## src/design/sdram_cfg.svh

```systemverilog
`ifndef SDRAM_CFG_SVH
`define SDRAM_CFG_SVH

// SDRAM timing in clock cycles

// Row cycle time, used between the init refreshes
`define SDRAM_T_RC    9
// Precharge to activate
`define SDRAM_T_RP    3
// Activate to read or write
`define SDRAM_T_RCD   3
// Mode register set to the next command
`define SDRAM_T_MRD   2
// Last write data to precharge
`define SDRAM_T_DPL   2
// Power-up wait before the first precharge
`define SDRAM_T_INIT  14250
// Spacing between periodic refreshes
`define SDRAM_T_REF   1114

// Mode register contents
`define SDRAM_CAS     sdram_cmd_pkg::CAS_3
`define SDRAM_BURST   sdram_cmd_pkg::BURST_8

`endif

```

## src/design/sdram_cmd_pkg.sv

```systemverilog
package sdram_cmd_pkg;

    // Commands as seen on the controller command port
    typedef enum logic [2:0] {
        OP_NOP = 3'd0,
        OP_ACT = 3'd1,
        OP_RD  = 3'd2,
        OP_WR  = 3'd3,
        OP_PRE = 3'd4,
        OP_REF = 3'd5,
        OP_MRS = 3'd6
    } op_t;

    // CAS latency field of the mode register
    typedef enum logic [2:0] {
        CAS_2 = 3'd2,
        CAS_3 = 3'd3
    } cas_t;

    // Burst length field of the mode register
    typedef enum logic [2:0] {
        BURST_1 = 3'd0,
        BURST_2 = 3'd1,
        BURST_4 = 3'd2,
        BURST_8 = 3'd3
    } burst_t;

    // addr holds the row for ACT and the column for RD and WR
    typedef struct packed {
        op_t         op;
        logic [1:0]  bank;
        logic [14:0] addr;
        logic [15:0] data;
    } cmd_t;

    // Set in addr of a PRE to close all banks
    localparam int PALL_BIT = 10;

endpackage

```

## src/design/sdram_host_pkg.sv

```systemverilog
package sdram_host_pkg;

    typedef enum logic [0:0] {
        ACC_READ  = 1'b0,
        ACC_WRITE = 1'b1
    } access_t;

    // One host access, held by the host while host_req is high
    typedef struct packed {
        access_t     kind;
        logic [1:0]  bank;
        logic [12:0] row;
        logic [9:0]  col;
        logic [15:0] wdata;
    } host_req_t;

endpackage

```

## src/design/sdram_init_refresh.sv

```systemverilog
`timescale 1ns/1ps
`include "sdram_cfg.svh"

module sdram_init_refresh
    import sdram_cmd_pkg::*;
(
    input  logic CLK,
    input  logic RESET_IN,
    input  logic bank_active,
    output logic init_done,
    output cmd_t cmd,
    output logic cmd_req,
    input  logic cmd_ack
);

    localparam int INIT_TOTAL = `SDRAM_T_INIT + `SDRAM_T_RP + 2 * `SDRAM_T_RC + `SDRAM_T_MRD;
    localparam int CNT_W = $clog2(INIT_TOTAL);

    localparam logic [CNT_W-1:0] INIT_LOAD = CNT_W'(INIT_TOTAL - 1);
    localparam logic [CNT_W-1:0] REF_LOAD  = CNT_W'(`SDRAM_T_REF - 1);

    // Counter values at which the init commands are placed
    localparam logic [CNT_W-1:0] AT_PALL =
        CNT_W'(`SDRAM_T_MRD + 2 * `SDRAM_T_RC + `SDRAM_T_RP - 1);
    localparam logic [CNT_W-1:0] AT_REF1 = CNT_W'(`SDRAM_T_MRD + 2 * `SDRAM_T_RC - 1);
    localparam logic [CNT_W-1:0] AT_REF2 = CNT_W'(`SDRAM_T_MRD + `SDRAM_T_RC - 1);
    localparam logic [CNT_W-1:0] AT_MRS  = CNT_W'(`SDRAM_T_MRD - 1);

    localparam cas_t        CAS_CODE   = `SDRAM_CAS;
    localparam burst_t      BURST_CODE = `SDRAM_BURST;
    localparam logic [14:0] MODE_WORD  = {8'b0, CAS_CODE, 1'b0, BURST_CODE};

    typedef enum logic [1:0] {REF_NOP, REF_PRE, REF_REF} ref_state_t;

    logic [CNT_W-1:0] cnt;
    ref_state_t       ref_state;

    // Counts down the init sequence once, then runs as the refresh timer
    always_ff @(posedge CLK or posedge RESET_IN) begin
        if (RESET_IN) begin
            cnt <= INIT_LOAD;
        end else if (cnt == '0) begin
            cnt <= REF_LOAD;
        end else begin
            cnt <= cnt - 1'b1;
        end
    end

    always_ff @(posedge CLK or posedge RESET_IN) begin
        if (RESET_IN) begin
            init_done <= 1'b0;
        end else if (cnt == '0) begin
            init_done <= 1'b1;
        end
    end

    // A new tick overrides a pending request, so refreshes never pile up
    always_ff @(posedge CLK or posedge RESET_IN) begin
        if (RESET_IN) begin
            ref_state <= REF_NOP;
        end else if (init_done && cnt == '0) begin
            ref_state <= bank_active ? REF_PRE : REF_REF;
        end else if (init_done && cmd_req && cmd_ack) begin
            ref_state <= (ref_state == REF_PRE) ? REF_REF : REF_NOP;
        end
    end

    always_comb begin
        cmd     = '0;
        cmd_req = !init_done || ref_state != REF_NOP;
        if (!init_done) begin
            if (cnt == AT_PALL) begin
                cmd.op             = OP_PRE;
                cmd.addr[PALL_BIT] = 1'b1;
            end else if (cnt == AT_REF1 || cnt == AT_REF2) begin
                cmd.op = OP_REF;
            end else if (cnt == AT_MRS) begin
                cmd.op   = OP_MRS;
                cmd.data = {1'b0, MODE_WORD};
            end
        end else if (ref_state == REF_PRE) begin
            cmd.op             = OP_PRE;
            cmd.addr[PALL_BIT] = 1'b1;
        end else if (ref_state == REF_REF) begin
            cmd.op = OP_REF;
        end
    end

    // A periodic REF may only be accepted once every bank is closed
    a_ref_when_closed: assert property (@(posedge CLK) disable iff (RESET_IN)
        init_done && cmd_req && cmd_ack && cmd.op == OP_REF |-> !bank_active);

endmodule

```

## src/design/sdram_access_seq.sv

```systemverilog
`timescale 1ns/1ps
`include "sdram_cfg.svh"

module sdram_access_seq
    import sdram_cmd_pkg::*, sdram_host_pkg::*;
(
    input  logic      CLK,
    input  logic      RESET_IN,
    input  logic      host_req,
    input  host_req_t host_data,
    output logic      host_ack,
    output cmd_t      cmd,
    output logic      cmd_req,
    input  logic      cmd_ack
);

    // The wait states already cover two cycles of each gap
    localparam int RCD_WAIT = `SDRAM_T_RCD - 2;
    localparam int DPL_WAIT = `SDRAM_T_DPL - 2;
    localparam int RP_WAIT  = `SDRAM_T_RP - 2;
    localparam int WAIT_MAX = (RCD_WAIT > DPL_WAIT) ?
        ((RCD_WAIT > RP_WAIT) ? RCD_WAIT : RP_WAIT) :
        ((DPL_WAIT > RP_WAIT) ? DPL_WAIT : RP_WAIT);
    localparam int SPC_W = $clog2(WAIT_MAX + 2);

    typedef enum logic [2:0] {
        IDLE, ACT, WAIT_RCD, RW, WAIT_DPL, PRE, WAIT_RP, ACK
    } state_t;

    state_t           state;
    logic [SPC_W-1:0] spc_cnt;
    host_req_t        req_q;

    always_ff @(posedge CLK or posedge RESET_IN) begin
        if (RESET_IN) begin
            state   <= IDLE;
            spc_cnt <= '0;
        end else begin
            case (state)
                IDLE: begin
                    if (host_req) state <= ACT;
                end
                ACT: begin
                    if (cmd_ack) begin
                        state   <= WAIT_RCD;
                        spc_cnt <= SPC_W'(RCD_WAIT);
                    end
                end
                WAIT_RCD: begin
                    if (spc_cnt == '0) state <= RW;
                    else spc_cnt <= spc_cnt - 1'b1;
                end
                RW: begin
                    if (cmd_ack) begin
                        state   <= WAIT_DPL;
                        spc_cnt <= SPC_W'(DPL_WAIT);
                    end
                end
                WAIT_DPL: begin
                    if (spc_cnt == '0) state <= PRE;
                    else spc_cnt <= spc_cnt - 1'b1;
                end
                PRE: begin
                    if (cmd_ack) begin
                        state   <= WAIT_RP;
                        spc_cnt <= SPC_W'(RP_WAIT);
                    end
                end
                WAIT_RP: begin
                    if (spc_cnt == '0) state <= ACK;
                    else spc_cnt <= spc_cnt - 1'b1;
                end
                default: begin
                    if (!host_req) state <= IDLE;
                end
            endcase
        end
    end

    // Request is latched once so the host fields may change after host_ack
    always_ff @(posedge CLK) begin
        if (state == IDLE && host_req) req_q <= host_data;
    end

    assign host_ack = (state == ACK);
    assign cmd_req  = (state == ACT) || (state == RW) || (state == PRE);

    always_comb begin
        cmd      = '0;
        cmd.bank = req_q.bank;
        case (state)
            ACT: begin
                cmd.op   = OP_ACT;
                cmd.addr = {2'b0, req_q.row};
            end
            RW: begin
                cmd.op   = (req_q.kind == ACC_WRITE) ? OP_WR : OP_RD;
                cmd.addr = {5'b0, req_q.col};
                if (req_q.kind == ACC_WRITE) cmd.data = req_q.wdata;
            end
            PRE: cmd.op = OP_PRE;
            default: cmd.op = OP_NOP;
        endcase
    end

    a_cmd_hold: assert property (@(posedge CLK) disable iff (RESET_IN)
        cmd_req && !cmd_ack |=> cmd_req && $stable(cmd));

endmodule

```

## src/design/sdram_cmd_arbiter.sv

```systemverilog
`timescale 1ns/1ps

module sdram_cmd_arbiter
    import sdram_cmd_pkg::*;
(
    input  logic CLK,
    input  logic RESET_IN,
    input  logic init_done,

    input  cmd_t ref_cmd,
    input  logic ref_req,
    output logic ref_ack,

    input  cmd_t acc_cmd,
    input  logic acc_req,
    output logic acc_ack,

    output cmd_t cmd,
    output logic cmd_req,
    input  logic cmd_ack,

    output logic bank_active
);

    logic lock;
    logic grant_ref;
    logic acc_xfer;

    // Refresh owns the port during init and wins whenever no bank is open
    assign grant_ref = !init_done || (ref_req && !lock);

    assign cmd     = grant_ref ? ref_cmd : acc_cmd;
    assign cmd_req = grant_ref ? ref_req : acc_req;
    assign ref_ack = grant_ref && cmd_ack;
    assign acc_ack = !grant_ref && cmd_ack;

    assign acc_xfer = acc_req && acc_ack;

    // The bank stays open from the access ACT until its PRE
    always_ff @(posedge CLK or posedge RESET_IN) begin
        if (RESET_IN) begin
            lock <= 1'b0;
        end else if (acc_xfer && acc_cmd.op == OP_ACT) begin
            lock <= 1'b1;
        end else if (acc_xfer && acc_cmd.op == OP_PRE) begin
            lock <= 1'b0;
        end
    end

    assign bank_active = lock;

    // An access opens a bank only when none is open, and closes only an open one
    a_act_when_free: assert property (@(posedge CLK) disable iff (RESET_IN)
        acc_xfer && acc_cmd.op == OP_ACT |-> !lock);

    a_pre_when_locked: assert property (@(posedge CLK) disable iff (RESET_IN)
        acc_xfer && acc_cmd.op == OP_PRE |-> lock);

endmodule

```

## src/design/sdram_ctrl_top.sv

```systemverilog
`timescale 1ns/1ps

module sdram_ctrl_top
    import sdram_cmd_pkg::*, sdram_host_pkg::*;
(
    input  logic      CLK,
    input  logic      RESET_IN,
    input  logic      host_req,
    input  host_req_t host_data,
    output logic      host_ack,
    output logic      init_done,
    output cmd_t      cmd,
    output logic      cmd_req,
    input  logic      cmd_ack
);

    cmd_t ref_cmd;
    logic ref_req;
    logic ref_ack;
    cmd_t acc_cmd;
    logic acc_req;
    logic acc_ack;
    logic bank_active;

    sdram_init_refresh u_init_refresh (
        .CLK         (CLK),
        .RESET_IN    (RESET_IN),
        .bank_active (bank_active),
        .init_done   (init_done),
        .cmd         (ref_cmd),
        .cmd_req     (ref_req),
        .cmd_ack     (ref_ack)
    );

    sdram_access_seq u_access_seq (
        .CLK       (CLK),
        .RESET_IN  (RESET_IN),
        .host_req  (host_req),
        .host_data (host_data),
        .host_ack  (host_ack),
        .cmd       (acc_cmd),
        .cmd_req   (acc_req),
        .cmd_ack   (acc_ack)
    );

    sdram_cmd_arbiter u_cmd_arbiter (
        .CLK         (CLK),
        .RESET_IN    (RESET_IN),
        .init_done   (init_done),
        .ref_cmd     (ref_cmd),
        .ref_req     (ref_req),
        .ref_ack     (ref_ack),
        .acc_cmd     (acc_cmd),
        .acc_req     (acc_req),
        .acc_ack     (acc_ack),
        .cmd         (cmd),
        .cmd_req     (cmd_req),
        .cmd_ack     (cmd_ack),
        .bank_active (bank_active)
    );

endmodule

```

## config.mk

```make
export PLATFORM = sky130hd
export DESIGN_NAME = sdram_ctrl_top
export DESIGN_NICKNAME = d
export VERILOG_FILES = /design/src/design/sdram_cmd_pkg.sv /design/src/design/sdram_host_pkg.sv /design/src/design/sdram_init_refresh.sv /design/src/design/sdram_access_seq.sv /design/src/design/sdram_cmd_arbiter.sv /design/src/design/sdram_ctrl_top.sv
export VERILOG_INCLUDE_DIRS = /design/src /design/src/design
export SDC_FILE = /design/constraint.sdc
export NUM_CORES = 1
export LEC_CHECK = 0
export BUFFER_PORTS_ARGS = -buffer_cell sky130_fd_sc_hd__clkbuf_2
export CORE_MARGIN = 4
export CORE_UTILIZATION = 39
export DETAILED_ROUTE_END_ITERATION = 8
export GPL_TIMING_DRIVEN = 0
export PLACE_DENSITY = 0.65
export SLEW_MARGIN = 30
export SYNTH_ARGS = -nofsm -noshare
export SYNTH_HDL_FRONTEND = slang
export SYNTH_SLANG_ARGS = --single-unit
```

## constraint.sdc

```tcl
create_clock -name CLK -period 3.17 [get_ports CLK]
set_input_delay 0.1585 -clock CLK [delete_from_list [all_inputs] [get_ports CLK]]
set_output_delay 0.1585 -clock CLK [all_outputs]
set_load 0.05 [all_outputs]
```

# == After elaboration in Yosys (flattened, before gate mapping) ==
# Cells that the tools add are included.
# Widths: inputs -> output; s select.
# op_classes
n_bitwise,0
div,0
muxes,40
addsub,2
magnitude_cmp,0
shift,0
n_eq_ne,25
n_reduce_logical,29
multipliers,0
# ops
op,n
$mux 16,5
$mux 3,14
$mux 36,1
$eq 14x5->1 const B,2
$pmux 13 s2,1
$pmux 3 s7,1
$eq 3x3->1 const B,5
$eq 14x1->1 const B,1
$eq 14x4->1 const B,1
$logic_not 14->1,1
$mux 14,1
$mux 2,7
$ne 2x1->1 const B,7
$sub 14x1->14 const B,1
$logic_and 1x1->1,10
$pmux 3 s3,1
$ne 8x1->1 const B,1
$reduce_and 8->1,1
$mux 1,7
$eq 3x1->1 const B,2
$eq 3x2->1 const B,2
$mux 6,1
$pmux 2 s3,1
$reduce_bool 2->1,3
other kinds (12),19
# totals
latch_bits,0
inputBits,46
elab_cells,107
ramBits,0
reg_bits,65
mem_bits_ro,0
out_inout_bits,39
n_memories,0

# == Logic depth before layout (Yosys ltp) ==
# depth
ltp_word,10
mapped_depth,7
mapped_depth_nobuf,6

# == By module ==
# A second synthesis with hierarchy kept.
# hier_totals
cells_unflattened,326
area_unflattened_um2,3827.4
# modules_own_cells
module,cells_per_inst,n_inst,area_per_inst_um2
sdram_access_seq,133,1,1978.1
sdram_init_refresh,139,1,1271.2
sdram_cmd_arbiter,54,1,578.1

# == Least setup slack after synthesis ==
# OpenSTA, ideal clock, no wires.
# synth_path
kind,register to register
startpoint,reg u_access_seq.state[0]
endpoint,reg u_access_seq.req_q (netlist bit u_access_seq.cmd[31]) (enable)
synth_period_minus_slack_ns,2.941
setup_ns,0.442
path_stages_with_launch,5
arrival_ns,2.500
slack_ns,0.229
path_cell_list,dfrtp_1 inv_1 ha_1 nand2_1 nor2_1
# synth_via
elab_chain_len,2
# synth_lines
item,line_no,rtl
from (decl),sdram_access_seq.sv:30,state_t state;
from (signal assigned),sdram_access_seq.sv:36,state <= IDLE;
from (signal assigned),sdram_access_seq.sv:41,if (host_req) state <= ACT;
from (signal assigned),sdram_access_seq.sv:45,state <= WAIT_RCD;
$logic_not 3->1,sdram_access_seq.sv:82,if (state == IDLE && host_req) req_q <= host_data;
$logic_and 1x1->1,sdram_access_seq.sv:82,
to (signal assigned),sdram_access_seq.sv:82,
to (decl),sdram_access_seq.sv:32,host_req_t req_q;
# Every way passes these cells.
# A chain may end at the register's enable or synchronous reset.

==> metrics.md <==
| Metric | Value |
|---|---|
| Uppermost layer routed | `met4` |
| Total track usage | `16.0%` |
| Cts repair resizes | `0` |
| CP Launch Type | `register` |
| RSZ-0062 raised after global routing | `false` |
| Synth Instances | `245` |
| Synthesized cell area | `approximately 0.003 sq mm` |
| Post-route antenna net violation count | `0` |
| Vias per std cell | `4.84` |
| Gr ovfl total | `0` |
| Final min period | `about 2.9 ns` |
| Register area | `about 0.0018 sq mm` |
| Reg-to-reg critical path endpoint | `u_access_seq.state[1]` |
| Synthesized area per cell | `12.5 sq um` |
| Sinks on Clock Net | `65` |
| Post-DP HPWL | `between 4000 and 5000 microns` |
| Drt first pass iters | `4` |
| Vias in the first global route | `2435` |
| DIE AREA | `roughly 0.0093 sq mm` |
| R2R Path Start | `u_init_refresh.ref_state[0]` |
| Yosys cell types | `48` |
| Crit-path max FO | `10` |
| Async set-or-reset flop fraction in the synthesized netlist | `35.4%` |
| Crit. End Element | `primary output` |
| Placed insts | `around 430` |
| Wire length on met2 | `3770 microns` |
| Routed wire length | `about 7000 microns` |
| Number of flops mapped to enable cells by yosys | `42` |
| Multi-input gate area | `approximately 0.0011 sq mm` |
| Top cells by area, synth | `edfxtp_1, dfrtp_1, dfstp_2, ha_1, and3_1` |
| Total CTS buffers | `9` |
| # Post-CTS Setup Buffers | `0` |
| Maxcap violations | `0` |
| Maximum clock path buffer count | `2` |
| Req. time, crit path | `3.01 ns` |
| Tcrit/Tclk final | `92.6%` |
| Global-route wire length before repair | `11300 microns` |
| Number of port buffers | `82` |
| Pwr per Cell Area | `765 mW/mm^2` |
| R2R depth | `6` |
| Area leader, netlist | `edfxtp_1` |
| Total core area | `between 0.007 and 0.008 sq mm` |
| #FFs+latches synth | `65` |
| Wl on met1 | `around 2800 microns` |
| Clock insertion delay at the later pin of the skew report | `0.33 ns` |
| DR WL/cell | `14.5 microns` |
| CTS H-Tree Depth | `3` |
| Status | `finished, final reports clean` |
| Worst-margin pin slew | `0.635 ns` |
| Initial antenna violation count | `0` |
| Root buffer cell | `clkbuf_8` |
| Synth-to-layout area growth | `39.2%` |
| Yosys top cell area share | `approximately 41%` |
| Final setup fails | `0` |
| Commonest cells post-synth | `edfxtp_1, nor2_1, and3_1, dfrtp_1, nand2_1` |
| Crit path kind | `register to primary output` |
| Die height | `96.4 microns` |
| Most common flop cell mapped by yosys | `edfxtp_1` |
| Clock skew | `0.0105 ns` |
| Max Clock Freq | `341 MHz` |
| Max Slew Vio Count | `0` |
| Reg clk slew, reported paths | `0.07 ns` |
| Largest net degree at the start of global routing | `27` |
| Final Hold Vio Count | `0` |
| Sequential area share after synthesis | `60.5%` |
| Initial cell density of the core | `a little over 40%` |
| Worst Setup EP | `cmd[26]` |
| Top Ports | `85` |
| P_leak | `roughly 1.9 nW` |
| Count leader, synth | `edfxtp_1` |
| Die Span X | `96.4 microns` |
| VDD IR-drop max | `approximately 0.6 mV` |
| Relative slew slack | `around 58%` |
| Layout fillers | `600` |
| Detailed Route Iter0 Violations | `88` |
| Syn. warnings | `0` |
| Cell Rows | `31` |
| Tot Pwr | `3.25 mW` |
| Tightest Hold Check Type | `input port to register` |
| Flop-to-flop setup slack | `1.25 ns` |
| CTS tree | `done` |
| Critical Path Start | `u_access_seq.state[1]` |
| Via count | `2350` |
| Global placement routability congestion | `0.790` |
| Post-route DRC | `0` |
| Layout cells sized above 1 | `32.0%` |
| Worst EP arrival | `2.78 ns` |
| Post-route insts no fill | `486` |
| Nets | `440` |
| ANT cells | `0` |
| Wire length on met3 | `about 330 microns` |
## per-layer routing
metal | up-vias | track usage, %
met5 | - | 0
met4 | 0 | 7.01
met3 | 10 | 3.41
met2 | 51 | 27.8
met1 | 1113 | 19.0
li1 | 1176 | -
## how the worst min path moves through the flow
stage	start	to	slack, ns	depth (start not counted)
2_1_floorplan	RESET_IN	u_access_seq.spc_cnt[0]	0.16	1
3_3_place_gp	host_data[32]	u_access_seq.req_q[32]	0.34	1
3_5_place_dp	host_data[22]	u_access_seq.req_q[22]	0.34	1
4_1_cts	host_data[14]	u_access_seq.req_q[14]	0.003	1
5_1_grt	host_data[14]	u_access_seq.req_q[14]	0.004	1
6_report	host_data[14]	u_access_seq.req_q[14]	0.02	1
## report_power, final
group / internal (mW) / leakage (nW) / switching [mW]
clock: 0.371 / 0.104 / 0.340
combinational: 0.435 / 1.13 / 0.984
sequential: 1.06 / 0.647 / 0.0572
total: 1.87 / 1.88 / 1.38
## through the flow
step	TNS (ns)	utilization, %	cell area [sq um]	hold slack, ns	setup slack [ns]
floorplan	0	-	3050	0.155	0.229
global placement	-19.55	48.4	3590	0.336	-0.468
detailed placement	0	48.9	3620	0.337	0.555
CTS	0	57.2	4240	0.00335	0.185
global route	0	57.3	4250	0.00357	0.00947
finish	0	57.3	4250	0.0220	0.234
## critical path, cell delays in order (launching register included)
cell and delay [ns]:
dfrtp_1 0.41, inv_1 0.09, ha_1 0.14, clkbuf_1 0.31, nor3b_1 0.55, clkbuf_1 0.46
a32oi_1 0.12, nand2_1 0.10, clkbuf_2 0.27
## kinds of logic after synthesis
logic type | Yosys count | synth area share, %
AND/OR/NAND/NOR | 94 | 17.5
AO/OA/AOI/OAI | 37 | 9.39
XOR/XNOR | 9 | 2.58
adder cells (fa/ha/maj) | 12 | 4.92
flip-flops | 65 | 60.5
buffers and inverters | 22 | 3.24
other | 1 | 0.123
multiplexers | 5 | 1.72
## cells in the final DEF (no fill, tap or decap), drive strengths merged, types with 6 or more instances in the layout
cell	instances
nor2	18
a22o	12
buf	8
clkbuf	96
nand2	15
nand3	7
xor2	6
inv	12
dlygate4sd3	42
nor3	8
edfxtp	42
and3	17
dfstp	7
ha	12
dfrtp	16
## state kept, by name (all words and copies together), names as in the netlist
name / flops
u_access_seq.req_q: 40
u_init_refresh.cnt: 14
u_access_seq.state: 3
u_access_seq.cmd: 2
u_access_seq.spc_cnt: 2
u_init_refresh.ref_state: 2
u_cmd_arbiter.bank_active: 1
u_init_refresh.init_done: 1
## final cells by class
class	count	area share, %
plain buffers	12	1.44
clock buffers	9	2.92
clock inverters	7	1.86
inverters	10	0.884
multi-input cells	159	26.3
flip-flops and latches	65	43.5
well taps	99	2.92
repair buffers	125	20.2
## what timing repair did
| action | CTS | global route |
|---|---|---|
| hold buffers | 41 | 1 |
| hold endpoints to repair | 41 | 16 |
| endpoints found under the setup margin | 0 | 0 |
Note: power is estimated with default switching activity, not from simulation.
